### src/hdl/user_ip_pkg.sv
package user_ip_pkg;

  // ----------------------------------------------------------
  // Bus and bank widths
  // ----------------------------------------------------------
  localparam int apb_addr_w = 32;
  localparam int apb_data_w = 32;
  localparam int apb_strb_w = 4;
  localparam int gpio_w     = 16;
  localparam int sel_w      = 5;

  localparam logic [sel_w-1:0] sel_gpio_regs = 5'd1;  // Design 1
  localparam logic [sel_w-1:0] sel_pwm_timer = 5'd2;  // Design 2

  localparam int timer_width = 16;

  // Word offsets, paddr[3:2]
  typedef enum logic [1:0] {
    reg_0 = 2'd0,  // OUT / CTRL
    reg_1 = 2'd1,  // OEB / PERIOD
    reg_2 = 2'd2,  // IN / DUTY
    reg_3 = 2'd3   // COUNT, timer only
  } reg_off_e;

  // Timer access sequencer
  typedef enum logic [1:0] {
    apb_idle = 2'd0,
    apb_wait = 2'd1,
    apb_done = 2'd2
  } apb_state_e;

  // Byte-wise merge of a 16 bit register under the two low strobes
  function automatic logic [gpio_w-1:0] strb_merge(input logic [gpio_w-1:0] old_val,
                                                   input logic [gpio_w-1:0] new_val,
                                                   input logic [1:0]        strb);
    logic [gpio_w-1:0] res;
    res = old_val;
    for (int b = 0; b < 2; b++) begin
      if (strb[b]) res[8*b +: 8] = new_val[8*b +: 8];
    end
    return res;
  endfunction

endpackage
### src/hdl/apb_if.sv
interface apb_if;

  logic [user_ip_pkg::apb_addr_w-1:0] paddr;
  logic [2:0]                         pprot;    // Carried, not checked
  logic                               psel;
  logic                               penable;
  logic                               pwrite;
  logic [user_ip_pkg::apb_data_w-1:0] pwdata;
  logic [user_ip_pkg::apb_strb_w-1:0] pstrb;
  logic                               pready;
  logic [user_ip_pkg::apb_data_w-1:0] prdata;

  modport manager (
    output paddr, pprot, psel, penable, pwrite, pwdata, pstrb,
    input  pready, prdata
  );

  modport subordinate (
    input  paddr,
    input  pprot,
    input  psel,
    input  penable,
    input  pwrite,
    input  pwdata,
    input  pstrb,
    output pready,
    output prdata
  );

endinterface

### src/hdl/user_ip_wrapper.sv
module user_ip_wrapper (
  input  logic                               clk_i,
  input  logic                               reset_i,
  input  logic [user_ip_pkg::sel_w-1:0]      sel_i,
  input  logic [user_ip_pkg::gpio_w-1:0]     gpio_in_i,
  input  logic [user_ip_pkg::apb_addr_w-1:0] slv_apb_paddr_i,
  input  logic [2:0]                         slv_apb_pprot_i,
  input  logic                               slv_apb_psel_i,
  input  logic                               slv_apb_penable_i,
  input  logic                               slv_apb_pwrite_i,
  input  logic [user_ip_pkg::apb_data_w-1:0] slv_apb_pwdata_i,
  input  logic [user_ip_pkg::apb_strb_w-1:0] slv_apb_pstrb_i,
  output logic [user_ip_pkg::gpio_w-1:0]     gpio_out_o,
  output logic [user_ip_pkg::gpio_w-1:0]     gpio_oeb_o,
  output logic                               slv_apb_pready_o,
  output logic [user_ip_pkg::apb_data_w-1:0] slv_apb_prdata_o
);

  apb_if apb_gpio ();
  apb_if apb_pwm ();

  logic [user_ip_pkg::gpio_w-1:0] gpio_regs_in;
  logic [user_ip_pkg::gpio_w-1:0] gpio_regs_out;
  logic [user_ip_pkg::gpio_w-1:0] gpio_regs_oeb;
  logic [user_ip_pkg::gpio_w-1:0] pwm_in;
  logic [user_ip_pkg::gpio_w-1:0] pwm_out;
  logic [user_ip_pkg::gpio_w-1:0] pwm_oeb;

  // ----------------------------------------------------------
  // Slot routing, unselected design sees zeros
  // ----------------------------------------------------------
  always_comb begin
    gpio_out_o = '0;  // Parked
    gpio_oeb_o = '1;
    slv_apb_pready_o = 1'b0;
    slv_apb_prdata_o = '0;
    gpio_regs_in = '0;
    pwm_in = '0;
    {apb_gpio.paddr, apb_gpio.pprot, apb_gpio.psel, apb_gpio.penable} = '0;
    {apb_gpio.pwrite, apb_gpio.pwdata, apb_gpio.pstrb} = '0;
    {apb_pwm.paddr, apb_pwm.pprot, apb_pwm.psel, apb_pwm.penable} = '0;
    {apb_pwm.pwrite, apb_pwm.pwdata, apb_pwm.pstrb} = '0;
    case (sel_i)
      user_ip_pkg::sel_gpio_regs: begin
        gpio_regs_in = gpio_in_i;
        {apb_gpio.paddr, apb_gpio.pprot, apb_gpio.psel, apb_gpio.penable} =
          {slv_apb_paddr_i, slv_apb_pprot_i, slv_apb_psel_i, slv_apb_penable_i};
        {apb_gpio.pwrite, apb_gpio.pwdata, apb_gpio.pstrb} =
          {slv_apb_pwrite_i, slv_apb_pwdata_i, slv_apb_pstrb_i};
        gpio_out_o = gpio_regs_out;
        gpio_oeb_o = gpio_regs_oeb;
        slv_apb_pready_o = apb_gpio.pready;
        slv_apb_prdata_o = apb_gpio.prdata;
      end
      user_ip_pkg::sel_pwm_timer: begin
        pwm_in = gpio_in_i;
        {apb_pwm.paddr, apb_pwm.pprot, apb_pwm.psel, apb_pwm.penable} =
          {slv_apb_paddr_i, slv_apb_pprot_i, slv_apb_psel_i, slv_apb_penable_i};
        {apb_pwm.pwrite, apb_pwm.pwdata, apb_pwm.pstrb} =
          {slv_apb_pwrite_i, slv_apb_pwdata_i, slv_apb_pstrb_i};
        gpio_out_o = pwm_out;
        gpio_oeb_o = pwm_oeb;
        slv_apb_pready_o = apb_pwm.pready;
        slv_apb_prdata_o = apb_pwm.prdata;
      end
      default: ;
    endcase
  end

  user_gpio_regs i_user_gpio_regs (
    .clk_i      (clk_i),
    .reset_i    (reset_i),
    .gpio_in_i  (gpio_regs_in),
    .apb_s      (apb_gpio.subordinate),
    .gpio_out_o (gpio_regs_out),
    .gpio_oeb_o (gpio_regs_oeb)
  );

  user_pwm_timer i_user_pwm_timer (
    .clk_i      (clk_i),
    .reset_i    (reset_i),
    .gpio_in_i  (pwm_in),
    .apb_s      (apb_pwm.subordinate),
    .gpio_out_o (pwm_out),
    .gpio_oeb_o (pwm_oeb)
  );

  // Slot may only switch while the bus is idle
  a_sel_stable : assert property (
    @(posedge clk_i) disable iff (reset_i)
    (slv_apb_psel_i && !(slv_apb_penable_i && slv_apb_pready_o)) |=> $stable(sel_i)
  );

endmodule

### src/hdl/user_pwm_timer.sv
module user_pwm_timer (
  input  logic                           clk_i,
  input  logic                           reset_i,
  input  logic [user_ip_pkg::gpio_w-1:0] gpio_in_i,   // Bit 1 gates the count
  apb_if.subordinate                     apb_s,
  output logic [user_ip_pkg::gpio_w-1:0] gpio_out_o,
  output logic [user_ip_pkg::gpio_w-1:0] gpio_oeb_o
);

  user_ip_pkg::reg_off_e                reg_sel;
  user_ip_pkg::apb_state_e              state_q;
  user_ip_pkg::apb_state_e              state_d;
  logic                                 wr_en;
  logic                                 period_wr;
  logic                                 enable;
  logic                                 advance;
  logic [1:0]                           ctrl_q;
  logic [user_ip_pkg::timer_width-1:0]  period_q;
  logic [user_ip_pkg::timer_width-1:0]  duty_q;
  logic [user_ip_pkg::timer_width-1:0]  count_q;
  logic                                 pwm_q;
  logic [user_ip_pkg::apb_data_w-1:0]   rd_data;

  assign reg_sel = user_ip_pkg::reg_off_e'(apb_s.paddr[3:2]);
  assign enable  = ctrl_q[0];
  assign advance = enable & (~ctrl_q[1] | gpio_in_i[1]);

  // ----------------------------------------------------------
  // Access sequencer with one wait state
  // ----------------------------------------------------------
  always_comb begin
    state_d = state_q;
    case (state_q)
      user_ip_pkg::apb_idle: begin
        if (apb_s.psel && !apb_s.penable) state_d = user_ip_pkg::apb_wait;
      end
      user_ip_pkg::apb_wait: begin
        if (!apb_s.psel) state_d = user_ip_pkg::apb_idle;  // Dropped transfer
        else if (apb_s.penable) state_d = user_ip_pkg::apb_done;
      end
      user_ip_pkg::apb_done: state_d = user_ip_pkg::apb_idle;
      default:               state_d = user_ip_pkg::apb_idle;
    endcase
  end

  always_ff @(posedge clk_i) begin
    if (reset_i) state_q <= user_ip_pkg::apb_idle;
    else         state_q <= state_d;
  end

  assign apb_s.pready = (state_q == user_ip_pkg::apb_done);
  assign wr_en        = apb_s.pready & apb_s.psel & apb_s.penable & apb_s.pwrite;
  assign period_wr    = wr_en & (reg_sel == user_ip_pkg::reg_1);

  // ----------------------------------------------------------
  // Registers
  // ----------------------------------------------------------
  always_ff @(posedge clk_i) begin
    if (reset_i) begin
      ctrl_q   <= '0;
      period_q <= '0;
      duty_q   <= '0;
    end else if (wr_en) begin
      case (reg_sel)
        user_ip_pkg::reg_0: if (apb_s.pstrb[0]) ctrl_q <= apb_s.pwdata[1:0];
        user_ip_pkg::reg_1: begin
          period_q <= user_ip_pkg::strb_merge(period_q,
                                              apb_s.pwdata[user_ip_pkg::timer_width-1:0],
                                              apb_s.pstrb[1:0]);
        end
        user_ip_pkg::reg_2: begin
          duty_q <= user_ip_pkg::strb_merge(duty_q,
                                            apb_s.pwdata[user_ip_pkg::timer_width-1:0],
                                            apb_s.pstrb[1:0]);
        end
        default: ;  // COUNT is read only
      endcase
    end
  end

  // Counter restarts on a new PERIOD
  always_ff @(posedge clk_i) begin
    if (reset_i || !enable) count_q <= '0;
    else if (period_wr || period_q == '0) count_q <= '0;
    else if (advance) begin
      if (count_q == period_q - 1) count_q <= '0;  // Wrap
      else                         count_q <= count_q + 1;
    end
  end

  always_ff @(posedge clk_i) begin
    if (reset_i) pwm_q <= 1'b0;
    else         pwm_q <= enable & (count_q < duty_q);
  end

  always_comb begin
    rd_data = '0;
    case (reg_sel)
      user_ip_pkg::reg_0: rd_data[1:0]                         = ctrl_q;
      user_ip_pkg::reg_1: rd_data[user_ip_pkg::timer_width-1:0] = period_q;
      user_ip_pkg::reg_2: rd_data[user_ip_pkg::timer_width-1:0] = duty_q;
      default:            rd_data[user_ip_pkg::timer_width-1:0] = count_q;
    endcase
  end

  assign apb_s.prdata = rd_data;

  assign gpio_out_o = {{(user_ip_pkg::gpio_w-1){1'b0}}, pwm_q};
  assign gpio_oeb_o = {{(user_ip_pkg::gpio_w-1){1'b1}}, ~enable};  // Pin 0 driven when on

  a_count_below_period : assert property (
    @(posedge clk_i) disable iff (reset_i)
    (period_q != '0) |-> (count_q < period_q)
  );

  // Ready only inside an access phase held by the manager
  a_ready_in_access : assert property (
    @(posedge clk_i) disable iff (reset_i)
    apb_s.pready |-> (apb_s.psel && apb_s.penable)
  );

endmodule

### src/hdl/user_gpio_regs.sv
module user_gpio_regs (
  input  logic                           clk_i,
  input  logic                           reset_i,
  input  logic [user_ip_pkg::gpio_w-1:0] gpio_in_i,
  apb_if.subordinate                     apb_s,
  output logic [user_ip_pkg::gpio_w-1:0] gpio_out_o,
  output logic [user_ip_pkg::gpio_w-1:0] gpio_oeb_o
);

  user_ip_pkg::reg_off_e                reg_sel;
  logic                                 wr_en;
  logic [user_ip_pkg::gpio_w-1:0]       out_q;
  logic [user_ip_pkg::gpio_w-1:0]       oeb_q;
  logic [user_ip_pkg::gpio_w-1:0]       sync_q1;
  logic [user_ip_pkg::gpio_w-1:0]       sync_q2;
  logic [user_ip_pkg::apb_data_w-1:0]   rd_data;

  assign reg_sel = user_ip_pkg::reg_off_e'(apb_s.paddr[3:2]);

  // No wait states, ready in first access cycle
  assign apb_s.pready = apb_s.psel & apb_s.penable;
  assign wr_en        = apb_s.pready & apb_s.pwrite;

  // ----------------------------------------------------------
  // Input synchronizer
  // ----------------------------------------------------------
  always_ff @(posedge clk_i) begin
    sync_q1 <= gpio_in_i;
    sync_q2 <= sync_q1;
  end

  // ----------------------------------------------------------
  // OUT / OEB registers
  // ----------------------------------------------------------
  always_ff @(posedge clk_i) begin
    if (reset_i) begin
      out_q <= '0;
      oeb_q <= '1;  // All pads input
    end else if (wr_en) begin
      case (reg_sel)
        user_ip_pkg::reg_0: begin
          out_q <= user_ip_pkg::strb_merge(out_q, apb_s.pwdata[user_ip_pkg::gpio_w-1:0],
                                           apb_s.pstrb[1:0]);
        end
        user_ip_pkg::reg_1: begin
          oeb_q <= user_ip_pkg::strb_merge(oeb_q, apb_s.pwdata[user_ip_pkg::gpio_w-1:0],
                                           apb_s.pstrb[1:0]);
        end
        default: ;  // IN is read only
      endcase
    end
  end

  // Read mux, zero-extended
  always_comb begin
    rd_data = '0;
    case (reg_sel)
      user_ip_pkg::reg_0: rd_data[user_ip_pkg::gpio_w-1:0] = out_q;
      user_ip_pkg::reg_1: rd_data[user_ip_pkg::gpio_w-1:0] = oeb_q;
      user_ip_pkg::reg_2: rd_data[user_ip_pkg::gpio_w-1:0] = sync_q2;
      default:            rd_data = '0;
    endcase
  end

  assign apb_s.prdata = rd_data;

  assign gpio_out_o = out_q;
  assign gpio_oeb_o = oeb_q;

  // Every completion must directly follow a setup cycle
  a_ready_after_setup : assert property (
    @(posedge clk_i) disable iff (reset_i)
    apb_s.pready |-> $past(apb_s.psel && !apb_s.penable)
  );

endmodule

### config.mk
export PLATFORM = sky130hd
export DESIGN_NAME = user_ip_wrapper
export DESIGN_NICKNAME = d
export VERILOG_FILES = /design/src/hdl/user_ip_pkg.sv /design/src/hdl/apb_if.sv /design/src/hdl/user_ip_wrapper.sv /design/src/hdl/user_pwm_timer.sv /design/src/hdl/user_gpio_regs.sv
export SDC_FILE = /design/constraint.sdc
export NUM_CORES = 1
export LEC_CHECK = 0
export ABC_AREA = 1
export BUFFER_PORTS_ARGS = -buffer_cell sky130_fd_sc_hd__buf_2
export CAP_MARGIN = 20
export CORE_UTILIZATION = 49
export DETAILED_ROUTE_END_ITERATION = 6
export MAX_ROUTING_LAYER = met4
export PLACE_DENSITY = 0.77
export SLEW_MARGIN = 20
export SYNTH_ARGS = -nofsm -noshare
export SYNTH_HDL_FRONTEND = slang
export SYNTH_SLANG_ARGS = --single-unit
### constraint.sdc
create_clock -name clk_i -period 1.7 [get_ports clk_i]
set_input_delay 0.17 -clock clk_i [delete_from_list [all_inputs] [get_ports clk_i]]
set_output_delay 0.17 -clock clk_i [all_outputs]
set_load 0.01 [all_outputs]
==> Flow_metrics.wiki <==
{| class="wikitable"
! Metric !! Value
|-
| Max Cap Viol || 0
|-
| Post-synthesis compound-gate area fraction || 0.200
|-
| DR pass1 iterations || 5
|-
| Worst setup startpoint || sel_i[0]
|-
| Worst Hold Class || input pin to register
|-
| Post-synthesis mux area share || 0.00154
|-
| I/O pin count || 162
|-
| Cell class contributing the biggest share of worst-path delay || simple AND/OR/NAND/NOR gates
|-
| Iter 0 DRT Violations || 554
|-
| Clock buffers created by TritonCTS || 17
|-
| TritonCTS Sinks || 117
|-
| Std-Cell Rows || 41
|-
| Reg-to-reg setup timing slack || -0.15 ns
|-
| Library cells used by synthesis || 51
|-
| Cell area after synthesis || 6510 um2
|-
| Startpoint of the lowest-slack register-to-register path || i_user_pwm_timer.period_q[1]$_SDFFE_PP0P_
|-
| Crit path setup slack, layout || -0.223 ns
|-
| Antenna violation net count after detailed routing || 0
|-
| Clock latency at the later pin of the worst-skew pair || 0.43 ns
|-
| Terminating pin of the worst hold path || i_user_pwm_timer.state_q[1]$_SDFFE_PP0P_
|-
| Syn_area_per_cell || 7.14 um2
|-
| Die area || 13,700 um2
|-
| Time the final worst path needs with I/O delays and setup || 1.92 ns
|-
| Routability Congestion || 0.921
|-
| Worst hold path stage count || 3
|-
| Leakage power total || 0.00434 uW
|-
| Number of buffer and inverter stages on the critical path || 3
|-
| Hold path start || slv_apb_psel_i
|-
| Vias in the first global route || 6,713
|-
| Worst reg2reg path depth || 11
|-
| Max Clock Freq || 520 MHz
|-
| Sum of routed wire length over all layers || 21,700 um
|-
| Worst EP required || 1.53 ns
|-
| CP startpoint kind || input pin
|-
| Worst slack at placement || -0.130 ns
|-
| Hpwl dp || 13,400 um
|-
| Reg-to-reg endpoint || i_user_pwm_timer.count_q[13]$_SDFFE_PP0P_
|-
| Share of final-layout standard cells stronger than drive strength 1 || 0.304
|-
| Die Width || 117 um
|-
| Number of antenna violations at the first check in global routing || 1
|-
| Number of synthesized register bits || 117
|-
| Clock-pin slew on the worst setup and hold paths || 0.06 ns
|-
| Area growth, synth to finish || 38.6%
|-
| Worst Path Class, Setup || input pin to primary output
|-
| Die H || 117 um
|-
| Final Hold Viols || 0
|-
| RSZ-0062 raised after global routing || true
|-
| Peak VDD IR || 1.03 mV
|-
| Worst-path cell chain || buf_8, nor3_4, nand2_8, nor2_4, buf_8, nor2_4, nand2_2, o221ai_2, o21ai_1, o21ai_1, buf_2
|-
| Setup violation total in the final timing report || 32
|-
| Total number of nets in the final design || 1,217
|-
| Final number of max-transition violations || 0
|-
| Area of the core || 12,800 um2
|-
| Cell with the biggest individual delay on the critical path || sky130_fd_sc_hd__nor3_4
|-
| Count of input and output buffers || 94
|-
| TritonCTS clock tree || yes
|-
| Longest individual stage delay on the worst path || 0.30 ns
|-
| Data arrival time of the critical path || 1.75 ns
|-
| Overall track demand over capacity in global routing || 0.320
|-
| # DRC || 0
|-
| H-tree levels || 4
|-
| Total number of yosys warnings || 0
|-
| Dominant combinational cell family by area after synthesis || simple AND/OR/NAND/NOR gates
|-
| Synth Area in XOR/XNOR || 0.0175
|-
| Post-route clock period utilization || 1.13
|-
| Final cell count without fillers || 1,289
|-
| Wire length of the first global-routing pass || 32,200 um
|-
| Adder-cell area share of the yosys netlist || 0.0327
|-
| Overall via count from detail_route || 7,225
|-
| Placed cells || 1,219
|-
| Run status || finished, violations left
|-
| Critical-path maximum fanout || 4
|-
| Pin count of the biggest net entering global routing || 55
|-
| Leftover overflow at the end of global routing || 0
|-
| Portion of the post-synthesis area used by sequential elements || 0.360
|-
| Max clock buf depth || 2
|-
| Starting density of the core || 0.510
|-
| Avg WL per Cell || 16.9 um
|-
| Mapped Cells || 912
|-
| Simple-Gate Fraction of Synth Area || 0.250
|-
| Buffer type at the clock tree root || sky130_fd_sc_hd__clkbuf_16
|-
| Fin Clk Skew || 0.00902 ns
|-
| CP endpoint kind || primary output
|-
| Power density over the cells || 732 nW/um2
|-
| Failing checks || setup timing
|-
| Detail-routed via count per cell || 5.61
|}
## sequential cells by signal, summed over array words and instances (netlist names)
register                     flops
i_user_gpio_regs.sync_q2        16
i_user_gpio_regs.sync_q1        16
i_user_pwm_timer.period_q       16
i_user_pwm_timer.pwm_q           1
i_user_pwm_timer.count_q        16
i_user_pwm_timer.duty_q         16
i_user_gpio_regs.gpio_out_o     16
i_user_pwm_timer.ctrl_q          2
i_user_pwm_timer.state_q         2
i_user_gpio_regs.gpio_oeb_o     16
## cells in the mapped netlist (all sizes together)
master	n	area (um2)
a211oi	20	165
a21o	1	7.51
a21oi	72	372
a221oi	5	43.8
and2	1	6.26
buf	30	224
clkbuf	20	75.1
clkinv	1	8.76
conb	1	3.75
dfxtp	117	2340
ha	17	213
inv	155	587
mux2i	1	10.0
nand2	158	621
nand3	44	285
nand3b	3	22.5
nand4	6	65.1
nor2	116	526
nor2b	2	12.5
nor3	7	51.3
nor4	1	6.26
nor4b	1	8.76
o211ai	4	30.0
o21ai	73	373
o221ai	13	114
o22ai	12	75.1
o311ai	14	123
or2	4	25.0
xnor2	4	35.0
xor2	9	78.8
## how the worst max path moves through the flow
stage	to	cells past startpoint
6_report	slv_apb_prdata_o[0]	11
5_1_grt	i_user_pwm_timer.count_q[13]$_SDFFE_PP0P_	11
4_1_cts	i_user_pwm_timer.count_q[1]$_SDFFE_PP0P_	14
3_5_place_dp	i_user_pwm_timer.count_q[13]$_SDFFE_PP0P_	13
3_3_place_gp	i_user_pwm_timer.count_q[13]$_SDFFE_PP0P_	13
2_1_floorplan	i_user_pwm_timer.count_q[10]$_SDFFE_PP0P_	14
## cells in the final DEF, fill, tap and decap left out, drive strengths merged, types with 12 or more instances in the layout
| master | Yosys | layout |
|---|---|---|
| a211oi | 20 | 20 |
| a21oi | 72 | 72 |
| o21ai | 73 | 73 |
| o22ai | 12 | 12 |
| o221ai | 13 | 13 |
| nand2 | 158 | 158 |
| ha | 17 | 17 |
| buf | 30 | 189 |
| o311ai | 14 | 14 |
| clkbuf | 20 | 17 |
| dfxtp | 117 | 117 |
| nand3 | 44 | 44 |
| conb | 1 | 16 |
| nor2 | 116 | 116 |
| inv | 155 | 161 |
| dlygate4sd3 | 0 | 17 |
## routing by layer
layer | GRT usage | part of all wire
met5 | - | 0
met4 | 0.159 | 0.059
met3 | 0.0654 | 0.090
met2 | 0.526 | 0.47
met1 | 0.370 | 0.38
## power by group
part / internal, uW / switching, uW / leakage [uW]
clock network: 2040 / 1460 / 0.000278
logic: 136 / 205 / 0.00311
registers: 2750 / 2.62 / 0.000948
total: 4930 / 1670 / 0.00434
## worst min-delay path, cell delays in order
cell	delay (ns)
sky130_fd_sc_hd__buf_2	0.12
sky130_fd_sc_hd__nand2_1	0.08
sky130_fd_sc_hd__nor4_1	0.05
## through the flow
| stage | TNS [ns] | util | hold WS, ns | instance area (um2) | total power, uW |
|---|---|---|---|---|---|
| after global routing | -7.55 | 0.706 | 0.0296 | 9020 | 6760 |
| after CTS | -1.23 | 0.678 | 0.0157 | 8660 | 6520 |
| final | -3.51 | 0.706 | 0.0307 | 9020 | 6600 |
| after detailed placement | -3.22 | 0.597 | 0.312 | 7630 | 3050 |
| after floorplan | 0 | - | 0.247 | 6590 | 2950 |
| after global placement | -2.05 | 0.597 | 0.310 | 7630 | 3050 |
## final cells by class
class	instances	area (um2)
Fill cell	872	3750
Multi-Input combinational cell	604	3700
Sequential cell	117	2360
Timing Repair Buffer	206	1550
Inverter	156	617
Clock buffer	17	425
Tap cell	172	215
Clock inverter	15	148
Timing Repair inverter	1	11.3
Antenna cell	1	2.50
## cell families (layout without fill, tap and decap cells)
| family | Yosys count | after routing |
|---|---|---|
| XOR/XNOR | 13 | 13 |
| flip-flops | 117 | 117 |
| multiplexers | 1 | 1 |
| buffers and inverters | 206 | 395 |
| adder cells (fa/ha/maj) | 17 | 17 |
| AO/OA/AOI/OAI | 214 | 214 |
| other | 1 | 17 |
| AND/OR/NAND/NOR | 343 | 343 |
## repair_timing
item                                    CTS  global route
hold buffers                             17             0
hold endpoints to repair                 17             0
pin swaps                                11            15
endpoints found under the setup margin   32            48
cloned                                    3             0
gates resized for setup                  63            67
buffers inserted                          8            10
No activity file was read; power rests on OpenSTA's default activity.
